**config.mk**
```make
export PLATFORM = sky130hd
export DESIGN_NAME = afu_err_top
export DESIGN_NICKNAME = d
export VERILOG_FILES = /design/src/logic/afu_err_pkg.sv /design/src/logic/afu_err_top.sv /design/src/logic/mmio_resp_arbiter.sv /design/src/logic/mmio_regs.sv /design/src/logic/error_control.sv /design/src/logic/error_collector.sv
export VERILOG_INCLUDE_DIRS = /design/src /design/src/logic
export SDC_FILE = /design/constraint.sdc
export NUM_CORES = 1
export LEC_CHECK = 0
export BUFFER_PORTS_ARGS = -buffer_cell sky130_fd_sc_hd__buf_2
export CAP_MARGIN = 40
export CORE_MARGIN = 4
export CORE_UTILIZATION = 24
export CTS_BUF_LIST = sky130_fd_sc_hd__clkbuf_16
export DETAILED_ROUTE_END_ITERATION = 10
export GPL_TIMING_DRIVEN = 0
export PLACE_DENSITY = 0.53
export SETUP_SLACK_MARGIN = 0.1
export SLEW_MARGIN = 20
export SYNTH_ARGS = -nofsm -noshare
export SYNTH_HDL_FRONTEND = slang
export SYNTH_SLANG_ARGS = --single-unit
```
**constraint.sdc**
```tcl
create_clock -name clock -period 4.7 [get_ports clock]
set_input_delay 0.94 -clock clock [delete_from_list [all_inputs] [get_ports clock]]
set_output_delay 0.94 -clock clock [all_outputs]
set_load 0.01 [all_outputs]
```
**src/logic/afu_err_consts.svh**
```systemverilog
`ifndef AFU_ERR_CONSTS_SVH
`define AFU_ERR_CONSTS_SVH

// Error vector width, bit 0 is the MSB
`define ERR_WIDTH 64

// Error sources feeding the collector
`define NUM_ERR_UNITS 3

// MMIO register map
`define REG_ENABLE       2'd0
`define REG_MASK         2'd1
`define REG_LAST_ERROR   2'd2
`define REG_REPORT_COUNT 2'd3

// Host response credits
`define RESP_CREDITS 4
`define CREDIT_WIDTH 3

`endif
```
**src/logic/afu_err_pkg.sv**
```systemverilog
package afu_err_pkg;

	// ------------------------------------------------------------------
	// Error reporting state machine
	// ------------------------------------------------------------------

	// Walk of one report: snapshot, notify, clear
	typedef enum logic [2:0] {
		RESET,
		IDLE,
		MMIO_REQ,
		RESET_REQ,
		RESET_PENDING
	} error_state;

	// ------------------------------------------------------------------
	// Host response bus
	// ------------------------------------------------------------------

	// What a response beat carries
	typedef enum logic {
		RESP_ERROR_NOTIFY,
		RESP_READ_DATA
	} resp_kind;

endpackage

```
**src/logic/afu_err_top.sv**
```systemverilog
`timescale 1ns/1ps
`include "afu_err_consts.svh"

module afu_err_top (
	input  logic                  clock,
	input  logic                  rstn,
	input  logic [0:`ERR_WIDTH-1] cmd_errors,
	input  logic [0:`ERR_WIDTH-1] rsp_errors,
	input  logic [0:`ERR_WIDTH-1] buf_errors,
	input  logic                  mmio_write,
	input  logic                  mmio_read,
	input  logic [1:0]            mmio_addr,
	input  logic [0:`ERR_WIDTH-1] mmio_wdata,
	input  logic                  resp_credit_return,
	output logic                  resp_valid,
	output afu_err_pkg::resp_kind resp_kind,
	output logic [0:`ERR_WIDTH-1] resp_data
);

	// Register block to error path
	logic [0:`ERR_WIDTH-1] error_mask;
	logic                  enabled_in;
	// Collector and FSM handshake
	logic [0:`ERR_WIDTH-1] external_errors;
	logic [0:`ERR_WIDTH-1] report_errors;
	logic                  reset_error;
	// Arbiter requesters
	logic                  report_req;
	logic                  report_errors_ack;
	logic                  read_req;
	logic                  read_ack;
	logic [0:`ERR_WIDTH-1] read_data;

	error_collector u_collector (
		.clock           (clock),
		.rstn            (rstn),
		.cmd_errors      (cmd_errors),
		.rsp_errors      (rsp_errors),
		.buf_errors      (buf_errors),
		.error_mask      (error_mask),
		.report_errors   (report_errors),
		.reset_error     (reset_error),
		.external_errors (external_errors)
	);

	error_control u_control (
		.clock             (clock),
		.rstn              (rstn),
		.enabled_in        (enabled_in),
		.external_errors   (external_errors),
		.report_errors_ack (report_errors_ack),
		.report_req        (report_req),
		.reset_error       (reset_error),
		.report_errors     (report_errors)
	);

	mmio_regs u_regs (
		.clock             (clock),
		.rstn              (rstn),
		.mmio_write        (mmio_write),
		.mmio_read         (mmio_read),
		.mmio_addr         (mmio_addr),
		.mmio_wdata        (mmio_wdata),
		.report_errors     (report_errors),
		.report_errors_ack (report_errors_ack),
		.read_ack          (read_ack),
		.enabled_in        (enabled_in),
		.error_mask        (error_mask),
		.read_req          (read_req),
		.read_data         (read_data)
	);

	// Shared host response bus
	mmio_resp_arbiter u_arbiter (
		.clock              (clock),
		.rstn               (rstn),
		.report_req         (report_req),
		.report_errors      (report_errors),
		.read_req           (read_req),
		.read_data          (read_data),
		.resp_credit_return (resp_credit_return),
		.report_errors_ack  (report_errors_ack),
		.read_ack           (read_ack),
		.resp_valid         (resp_valid),
		.resp_kind          (resp_kind),
		.resp_data          (resp_data)
	);

endmodule

```
**src/logic/mmio_resp_arbiter.sv**
```systemverilog
`timescale 1ns/1ps
`include "afu_err_consts.svh"

module mmio_resp_arbiter (
	input  logic                  clock,
	input  logic                  rstn,
	input  logic                  report_req,
	input  logic [0:`ERR_WIDTH-1] report_errors,
	input  logic                  read_req,
	input  logic [0:`ERR_WIDTH-1] read_data,
	input  logic                  resp_credit_return,
	output logic                  report_errors_ack,
	output logic                  read_ack,
	output logic                  resp_valid,
	output afu_err_pkg::resp_kind resp_kind,
	output logic [0:`ERR_WIDTH-1] resp_data
);

	logic [`CREDIT_WIDTH-1:0] credits;
	logic                     has_credit;
	logic                     error_first;
	logic                     grant_error;
	logic                     grant_read;
	logic                     grant_any;

	// ------------------------------------------------------------------
	// Grant
	// ------------------------------------------------------------------

	assign has_credit = (credits != '0);

	// Error side wins on its turn or when read is idle
	assign grant_error = has_credit && report_req && (error_first || !read_req);
	assign grant_read  = has_credit && read_req && !grant_error;
	assign grant_any   = grant_error || grant_read;

	assign report_errors_ack = grant_error;
	assign read_ack          = grant_read;

	// Round-robin turn, error peer first
	always_ff @(posedge clock or negedge rstn) begin
		if (!rstn) begin
			error_first <= 1'b1;
		end else if (grant_error) begin
			error_first <= 1'b0;
		end else if (grant_read) begin
			error_first <= 1'b1;
		end
	end

	// ------------------------------------------------------------------
	// Credits
	// ------------------------------------------------------------------

	// Send plus return in one cycle nets to zero
	always_ff @(posedge clock or negedge rstn) begin
		if (!rstn) begin
			credits <= `CREDIT_WIDTH'(`RESP_CREDITS);
		end else begin
			case ({grant_any, resp_credit_return})
				2'b10:   credits <= credits - 1'b1;
				2'b01:   credits <= credits + 1'b1;
				default: ;
			endcase
		end
	end

	// ------------------------------------------------------------------
	// Response bus
	// ------------------------------------------------------------------

	always_ff @(posedge clock or negedge rstn) begin
		if (!rstn) begin
			resp_valid <= 1'b0;
		end else begin
			resp_valid <= grant_any;
		end
	end

	// Winner's kind and payload onto the bus
	always_ff @(posedge clock) begin
		if (grant_error) begin
			resp_kind <= afu_err_pkg::RESP_ERROR_NOTIFY;
			resp_data <= report_errors;
		end else if (grant_read) begin
			resp_kind <= afu_err_pkg::RESP_READ_DATA;
			resp_data <= read_data;
		end
	end

endmodule

```
**src/logic/mmio_regs.sv**
```systemverilog
`timescale 1ns/1ps
`include "afu_err_consts.svh"

module mmio_regs (
	input  logic                  clock,
	input  logic                  rstn,
	input  logic                  mmio_write,
	input  logic                  mmio_read,
	input  logic [1:0]            mmio_addr,
	input  logic [0:`ERR_WIDTH-1] mmio_wdata,
	input  logic [0:`ERR_WIDTH-1] report_errors,
	input  logic                  report_errors_ack,
	input  logic                  read_ack,
	output logic                  enabled_in,
	output logic [0:`ERR_WIDTH-1] error_mask,
	output logic                  read_req,
	output logic [0:`ERR_WIDTH-1] read_data
);

	logic [0:`ERR_WIDTH-1] last_error;
	logic [0:`ERR_WIDTH-1] report_count;
	logic [0:`ERR_WIDTH-1] selected_reg;

	// ------------------------------------------------------------------
	// Host writable registers
	// ------------------------------------------------------------------

	always_ff @(posedge clock or negedge rstn) begin
		if (!rstn) begin
			enabled_in <= 1'b0;
			error_mask <= '1;
		end else if (mmio_write) begin
			case (mmio_addr)
				// Enable sits in the LSB
				`REG_ENABLE: enabled_in <= mmio_wdata[`ERR_WIDTH-1];
				`REG_MASK:   error_mask <= mmio_wdata;
				default:     ;
			endcase
		end
	end

	// ------------------------------------------------------------------
	// Report status, read only
	// ------------------------------------------------------------------

	always_ff @(posedge clock or negedge rstn) begin
		if (!rstn) begin
			last_error   <= '0;
			report_count <= '0;
		end else if (report_errors_ack) begin
			last_error   <= report_errors;
			report_count <= report_count + 1'b1;
		end
	end

	// ------------------------------------------------------------------
	// Read path
	// ------------------------------------------------------------------

	// Register select
	always_comb begin
		case (mmio_addr)
			`REG_ENABLE:       selected_reg = {{(`ERR_WIDTH-1){1'b0}}, enabled_in};
			`REG_MASK:         selected_reg = error_mask;
			`REG_LAST_ERROR:   selected_reg = last_error;
			`REG_REPORT_COUNT: selected_reg = report_count;
			default:           selected_reg = '0;
		endcase
	end

	// Request held until the arbiter takes it
	always_ff @(posedge clock or negedge rstn) begin
		if (!rstn) begin
			read_req <= 1'b0;
		end else if (read_ack) begin
			read_req <= 1'b0;
		end else if (mmio_read) begin
			read_req <= 1'b1;
		end
	end

	// Read value frozen at request time
	always_ff @(posedge clock) begin
		if (mmio_read) begin
			read_data <= selected_reg;
		end
	end

endmodule

```
**src/logic/error_control.sv**
```systemverilog
`timescale 1ns/1ps
`include "afu_err_consts.svh"

module error_control (
	input  logic                  clock,
	input  logic                  rstn,
	input  logic                  enabled_in,
	input  logic [0:`ERR_WIDTH-1] external_errors,
	input  logic                  report_errors_ack,
	output logic                  report_req,
	output logic                  reset_error,
	output logic [0:`ERR_WIDTH-1] report_errors
);

	afu_err_pkg::error_state current_state;
	afu_err_pkg::error_state next_state;
	logic                    enabled;
	logic                    error_flag;

	// Any pending error at all
	assign error_flag = |external_errors;

	// ------------------------------------------------------------------
	// Enable from host, one cycle late
	// ------------------------------------------------------------------

	always_ff @(posedge clock or negedge rstn) begin
		if (!rstn) begin
			enabled <= 1'b0;
		end else begin
			enabled <= enabled_in;
		end
	end

	// ------------------------------------------------------------------
	// Report FSM
	// ------------------------------------------------------------------

	// Frozen while disabled
	always_ff @(posedge clock or negedge rstn) begin
		if (!rstn) begin
			current_state <= afu_err_pkg::RESET;
		end else if (enabled) begin
			current_state <= next_state;
		end
	end

	always_comb begin
		next_state = current_state;
		case (current_state)
			afu_err_pkg::RESET:         next_state = afu_err_pkg::IDLE;
			afu_err_pkg::IDLE:          if (error_flag) next_state = afu_err_pkg::MMIO_REQ;
			afu_err_pkg::MMIO_REQ:      if (report_errors_ack) next_state = afu_err_pkg::RESET_REQ;
			afu_err_pkg::RESET_REQ:     next_state = afu_err_pkg::RESET_PENDING;
			afu_err_pkg::RESET_PENDING: next_state = afu_err_pkg::IDLE;
			default:                    next_state = afu_err_pkg::RESET;
		endcase
	end

	// Registered outputs
	always_ff @(posedge clock or negedge rstn) begin
		if (!rstn) begin
			report_req    <= 1'b0;
			reset_error   <= 1'b1;
			report_errors <= '0;
		end else if (enabled) begin
			// High together with the MMIO_REQ state
			report_req <= (next_state == afu_err_pkg::MMIO_REQ);
			case (current_state)
				afu_err_pkg::RESET: begin
					report_errors <= '0;
					reset_error   <= 1'b1;
				end
				afu_err_pkg::IDLE: begin
					// Snapshot follows the collector until a report starts
					report_errors <= external_errors;
					reset_error   <= 1'b1;
				end
				afu_err_pkg::RESET_REQ: begin
					reset_error <= 1'b0;
				end
				default: begin
					reset_error <= 1'b1;
				end
			endcase
		end
	end

endmodule

```
**src/logic/error_collector.sv**
```systemverilog
`timescale 1ns/1ps
`include "afu_err_consts.svh"

module error_collector (
	input  logic                  clock,
	input  logic                  rstn,
	input  logic [0:`ERR_WIDTH-1] cmd_errors,
	input  logic [0:`ERR_WIDTH-1] rsp_errors,
	input  logic [0:`ERR_WIDTH-1] buf_errors,
	input  logic [0:`ERR_WIDTH-1] error_mask,
	input  logic [0:`ERR_WIDTH-1] report_errors,
	input  logic                  reset_error,
	output logic [0:`ERR_WIDTH-1] external_errors
);

	logic [0:`ERR_WIDTH-1] unit_errors [`NUM_ERR_UNITS];
	logic [0:`ERR_WIDTH-1] combined_errors;
	logic [0:`ERR_WIDTH-1] new_errors;

	// One vector per unit
	assign unit_errors[0] = cmd_errors;
	assign unit_errors[1] = rsp_errors;
	assign unit_errors[2] = buf_errors;

	// OR across all units
	always_comb begin
		combined_errors = '0;
		for (int i = 0; i < `NUM_ERR_UNITS; i++) begin
			combined_errors = combined_errors | unit_errors[i];
		end
	end

	// Masked bits never enter the sticky set
	assign new_errors = combined_errors & error_mask;

	// Sticky bits, cleared only for what was reported
	always_ff @(posedge clock or negedge rstn) begin
		if (!rstn) begin
			external_errors <= '0;
		end else if (!reset_error) begin
			// A reported bit raised again right now is lost
			external_errors <= (external_errors | new_errors) & ~report_errors;
		end else begin
			external_errors <= external_errors | new_errors;
		end
	end

endmodule

```
Word level (Yosys, flattened, before mapping) --
Index checks and enable logic that the tools add are counted.
Cells by class: add/subtract/negate cells 3, equality and inequality tests 10, muxes and demuxes 14, bitwise operators 6, reductions and logical operators 20
Operators by type and width (number):
- case mux 64 bit (4 select lines) | 1
- two-way mux 64 bit | 3
- bitwise OR 64 bit | 3
- AND 64 bit | 2
- case mux 64 bit (2 select lines) | 1
- adder 64 x 1 -> 64 bit (second input constant) | 1
- inverter 64 bit | 1
- OR reduction 64 bit | 1
- case mux 3 bit (4 select lines) | 1
- equality test 3 x 2 -> 1 bit (second input constant) | 3
- nonzero test 2 bit | 4
- equality test 2 bit (second input constant) | 3
- two-way mux 3 bit | 2
- case mux 3 bit (2 select lines) | 1
- AND reduction 2 bit | 3
- two-way mux 1 bit | 5
- equality test 2 x 1 -> 1 bit (second input constant) | 2
- logical AND 1 bit | 4
- adder 3 x 1 -> 3 bit (second input constant) | 1
- equality test 3 x 1 -> 1 bit (second input constant) | 1
- equality test 3 bit (second input constant) | 1
- zero test 3 bit | 1
- nonzero test 3 bit | 1
- subtractor 3 x 1 -> 3 bit (second input constant) | 1
- other kinds (4) | 6
Word-level totals: bits in registers 462, output and inout port bits 66

Logic depth before layout (Yosys ltp) --
depth in word-level cells 8, depth in mapped cells 8, depth with buffers taken out 8

Cells and area by module --
A second synthesis with hierarchy kept.
Unflattened totals: cell total of the unflattened synthesis 1460, area, all modules 20302.0 um^2
By module, submodules not included:
- mmio_regs | instances 1, cells each 775, area each 11343.4 um^2, seq. area each 6856.6 um^2
- mmio_resp_arbiter | instances 1, cells each 162, area each 3261.9 um^2, seq. area each 2069.5 um^2
- error_control | instances 1, cells each 324, area each 2902.8 um^2, seq. area each 1752.9 um^2
- error_collector | instances 1, cells each 199, area each 2793.9 um^2, seq. area each 1601.5 um^2

Worst setup path after synthesis --
No wires, ideal clock.
kind register to register, start point reg u_arbiter.credits[2], end point reg u_arbiter.resp_data[0] (netlist bit) (enable), arrival 2043 ps, path slack 2238 ps, stages on the path, launching flop included 4, cells stage by stage dfstp_2 or3_1 o21ai_0 inv_1
Between the ends: cells in the longest elaborated chain, start to end 6
Ends and longest elaborated chain:
- start: declaration | RTL line mmio_resp_arbiter.sv:19 | logic [`CREDIT_WIDTH-1:0] credits;
- start signal: assignment | RTL line mmio_resp_arbiter.sv:58 | credits <= `CREDIT_WIDTH'(`RESP_CREDITS);
- start signal: assignment | RTL line mmio_resp_arbiter.sv:61 | 2'b10: credits <= credits - 1'b1;
- start signal: assignment | RTL line mmio_resp_arbiter.sv:62 | 2'b01: credits <= credits + 1'b1;
- nonzero test 3 bit (*) | RTL line mmio_resp_arbiter.sv:30 | assign has_credit = (credits != '0);
- logical AND 1 bit (2 in series) | RTL line mmio_resp_arbiter.sv:33 | assign grant_error = has_credit && report_req && (error_first || !read_req);
- zero test 1 bit | RTL line mmio_resp_arbiter.sv:34 | assign grant_read = has_credit && read_req && !grant_error;
- logical AND 1 bit | RTL line mmio_resp_arbiter.sv:34
- nonzero test 2 bit (no source line) (*)
- end signal: assignment | RTL line mmio_resp_arbiter.sv:84 | resp_data <= report_errors;
- end signal: assignment | RTL line mmio_resp_arbiter.sv:87 | resp_data <= read_data;
- end: declaration | RTL line mmio_resp_arbiter.sv:16 | output logic [0:`ERR_WIDTH-1] resp_data
Every way passes the cells marked *; elsewhere a longest branch is shown, timed or not. A chain may end at the register's enable or synchronous reset.

Final worst setup path --
start point reg u_arbiter.credits[2], end point reg u_arbiter.resp_data[11] (netlist bit) (data pin)
Between the ends: cells in the longest elaborated chain, start to end 4
Ends and longest elaborated chain:
- nonzero test 3 bit | RTL line mmio_resp_arbiter.sv:30
- logical AND 1 bit (2 in series) | RTL line mmio_resp_arbiter.sv:33
- two-way mux 64 bit | RTL line mmio_resp_arbiter.sv:82 | if (grant_error) begin
No other way between the ends.

==> flow_summary_export.csv <==
group,metric,value,unit
clock_network,cts_sinks,462,
finish,drive_above_1_share,29.20,%
timing,worst_pin_slew,889.8,ps
timing,relSlewSlack,40.68,%
finish,area_delta_synth_final,25.05,%
clock_network,post_cts_buffers,0,
floorplanning,die-height,292.7,µm
worst_setup_path,rr_worst_depth,6,
yosys,synth_area,19450,µm²
clock_network,root_buffer,"clkbuf_16",
drt,num_vias,14870,
timing,hold_ws,292.8,ps
drt,ant_nets,0,
yosys,synth_edf_count,128,
global_route,overflow,0,
worst_setup_path,endpoint_kind,"flop",
drt,drt-total-wl,68.53,mm
place,port_buffers,328,
timing,fin_crit,2924,ps
drt,wl_per_cell,21.29,µm
place,dp_hpwl,52.03,mm
yosys,synth.top_cell.area_share,34.22,%
timing,rsz0062_at_grt,"false",
place,gp_congestion,0.8524,
clock_network,cts_resized,0,
place,dp.cells,3123,
power_and_ir_drop,ir_drop,0.3143,mV
worst_setup_path,worstPathArrival,3320,ps
clock_network,clkLatencyLatePin,560,ps
worst_setup_path,crit_path_start_kind,"flop",
global_route,grt_antenna_before_repair,12,
place,placed_cell_area,22840,µm²
floorplanning,io_pins,329,
yosys,ys_types,46,
floorplanning,fp.dieArea,85660,µm²
global_route,grt_pass1_wl,100.0,mm
global_route,grt_max_degree,87,
global_route,grt_use_total,15.44,%
floorplanning,coreArea,80420,µm²
clock_network,tritoncts,"built",
yosys,synth_area_per_cell,11.38,µm²
yosys,ys_top_cells_by_area,"dfrtp_1, edfxtp_1, nand2_1, dfstp_2, mux2_2",
global_route,grt_pass1_vias,15290,
worst_setup_path,crit_path_max_fanout,10,
timing,fin_skew,10.82,ps
finish,fillers,8330,
drt,drtPass1Iterations,6,
finish,fin_nets,2379,
yosys,yosysTopAreaCell,"dfrtp_1",
floorplanning,rows,104,
timing,fmax,342.0,MHz
timing,slew_viol_final,0,
yosys,ys.flop_type,"dfrtp_1",
clock_network,holdBufCountCts,0,
drt,vias_per_cell,4.620,
timing,final-setup-viol-count,0,
finish,instances_no_fill,3218,
yosys,syn_nets,1975,
job,max-cap-violations,0,
outcome,status,"finished clean",
floorplanning,start_util,24.19,%
drt,drtIter0Drc,1126,
clock_network,cts_made_buffers,47,
finish,design_area,24320,µm²
drt,route.detailed.drc,0,
yosys,synth-async-reset-ratio,72.08,%
power_and_ir_drop,p_total,14240,µW
clock_network,htreeDepth,2,
clock_network,path_clk_slew,60,ps
power_and_ir_drop,power_leakage,0.01084,µW
timing,period_share,62.21,%
clock_network,clockBufferDepth,3,
yosys,synth_sequential_area_ratio,63.14,%
yosys,yosys_register_bits,462,
floorplanning,die_x,292.7,µm
worst_setup_path,cp.required,5100,ps
yosys,syn_inst,1709,
hold_path,min-delay-path-class,"in -> async",
yosys,synth_warnings,0,
timing,hold_violations,0,
power_and_ir_drop,p_per_area,585.3,nW/µm²
worst_setup_path,path_class,"reg -> reg",
## sequential cells by signal (all words and copies together) (netlist names), 3 cells and up
signal,count
u_control.current_state,3
u_collector.external_errors,64
u_control.report_errors,64
u_arbiter.resp_data,64
u_regs.read_data,64
u_regs.last_error,64
u_regs.report_count,64
u_arbiter.credits,3
u_regs.error_mask,64
## worst max-delay path, cell delays in order (launching register included)
cell	delay, ps
dfstp_2	560
o31ai_1	160
nor2_1	470
clkbuf_1	630
buf_1	600
nand2_1	150
nand2_1	180
## kinds of logic (layout without fill, tap and decap cells)
kind of cell               Yosys count  after routing  share of synthesized area (%)
AOI/OAI and AO/OA                  269            269                          8.241
muxes                              130            130                          7.584
buffers and inverters               94            536                          1.891
DFF                                462            462                          63.14
and+or+nand+nor                    685            685                          15.94
xor gates and xnor gates            66             66                          2.972
other                                0              7                              0
adders and majority gates            3              3                         0.2316
## synth_stat cells (3+ instances only)
cell	number
mux2_2	129
nand3_1	33
and3_1	7
or3_1	66
nand4_1	32
edfxtp_1	128
xor2_1	18
buf_1	10
dfstp_2	67
nor4_1	21
inv_1	9
buf_2	3
nor3_1	9
nor2_1	16
xnor2_1	48
a21oi_1	130
and2_1	3
dfrtp_1	266
clkbuf_1	70
and4_1	7
o21ai_0	70
nand2_1	476
a22o_1	63
## power by group
part           internal (µW)  switching [µW]  leakage, µW
clock network           2020            1590     0.000786
registers               5750            1030      0.00526
logic                   1310            2540      0.00480
total                   9080            5160       0.0108
## final timing paths
kind                                       from                          end  slack (ps)
max                        u_arbiter.credits[2]      u_arbiter.resp_data[11]        1780
max reg2reg                u_arbiter.credits[2]      u_arbiter.resp_data[11]        1780
max in group asynchronous                  rstn        u_regs.error_mask[38]        2930
min                                        rstn  u_control.report_errors[54]         290
min reg2reg                   u_regs.enabled_in            u_control.enabled         420
min in group clock            u_regs.enabled_in            u_control.enabled         420
## stage by stage
step | TNS, ps | setup slack, ps | util [%]
CTS | 0 | 1697 | 30.22
detailed placement | 0 | 1535 | 28.41
floorplan | 0 | 2238 | -
global route | 0 | 1534 | 30.23
finish | 0 | 1776 | 30.24
global placement | -1132310 | -3903 | 27.88
## routing by layer
metal	vias to the layer above	part of all wire (%)	global-route usage (%)
li1	6816	-	-
met1	7396	42	19.77
met2	512	48	26.27
met3	135	5.5	2.525
met4	8	4.1	5.880
met5	-	0.069	0
## cell type report
| class | instances | area (µm²) | area share, % |
|---|---|---|---|
| timing repair buffer | 355 | 2062 | 8.478 |
| tap | 1060 | 1326 | 5.453 |
| clock buffer | 50 | 1251 | 5.144 |
| inverter | 9 | 36.28 | 0.1492 |
| sequential | 462 | 12280 | 50.49 |
| clock inverter | 37 | 205.2 | 0.8437 |
| buffer | 85 | 335.3 | 1.379 |
| multi-input combinational | 1153 | 6808 | 27.99 |
| antenna | 7 | 17.52 | 0.07202 |
## placed cells by master, fill, tap and decap left out, drive strengths merged, types with 2 or more instances in the layout
cell type  synthesis  routed
edfxtp           128     128
dfstp             67      67
a22o              63      63
and3               7       7
clkbuf            70     121
dfrtp            266     266
nor2b              2       2
buf               15     369
nor3b              2       2
nand4             34      34
diode              0       7
o21ai             70      70
nor4              24      24
bufinv             0       2
nand2            476     476
and4               7       7
nand3             33      33
and2               3       3
nor2              16      16
clkinv             0      16
mux2             129     129
inv                9      28
nor4b              2       2
ha                 2       2
or3               66      66
nor3              10      10
a21oi            130     130
xnor2             48      48
xor2              18      18
No activity file was read; power rests on OpenSTA's default activity.
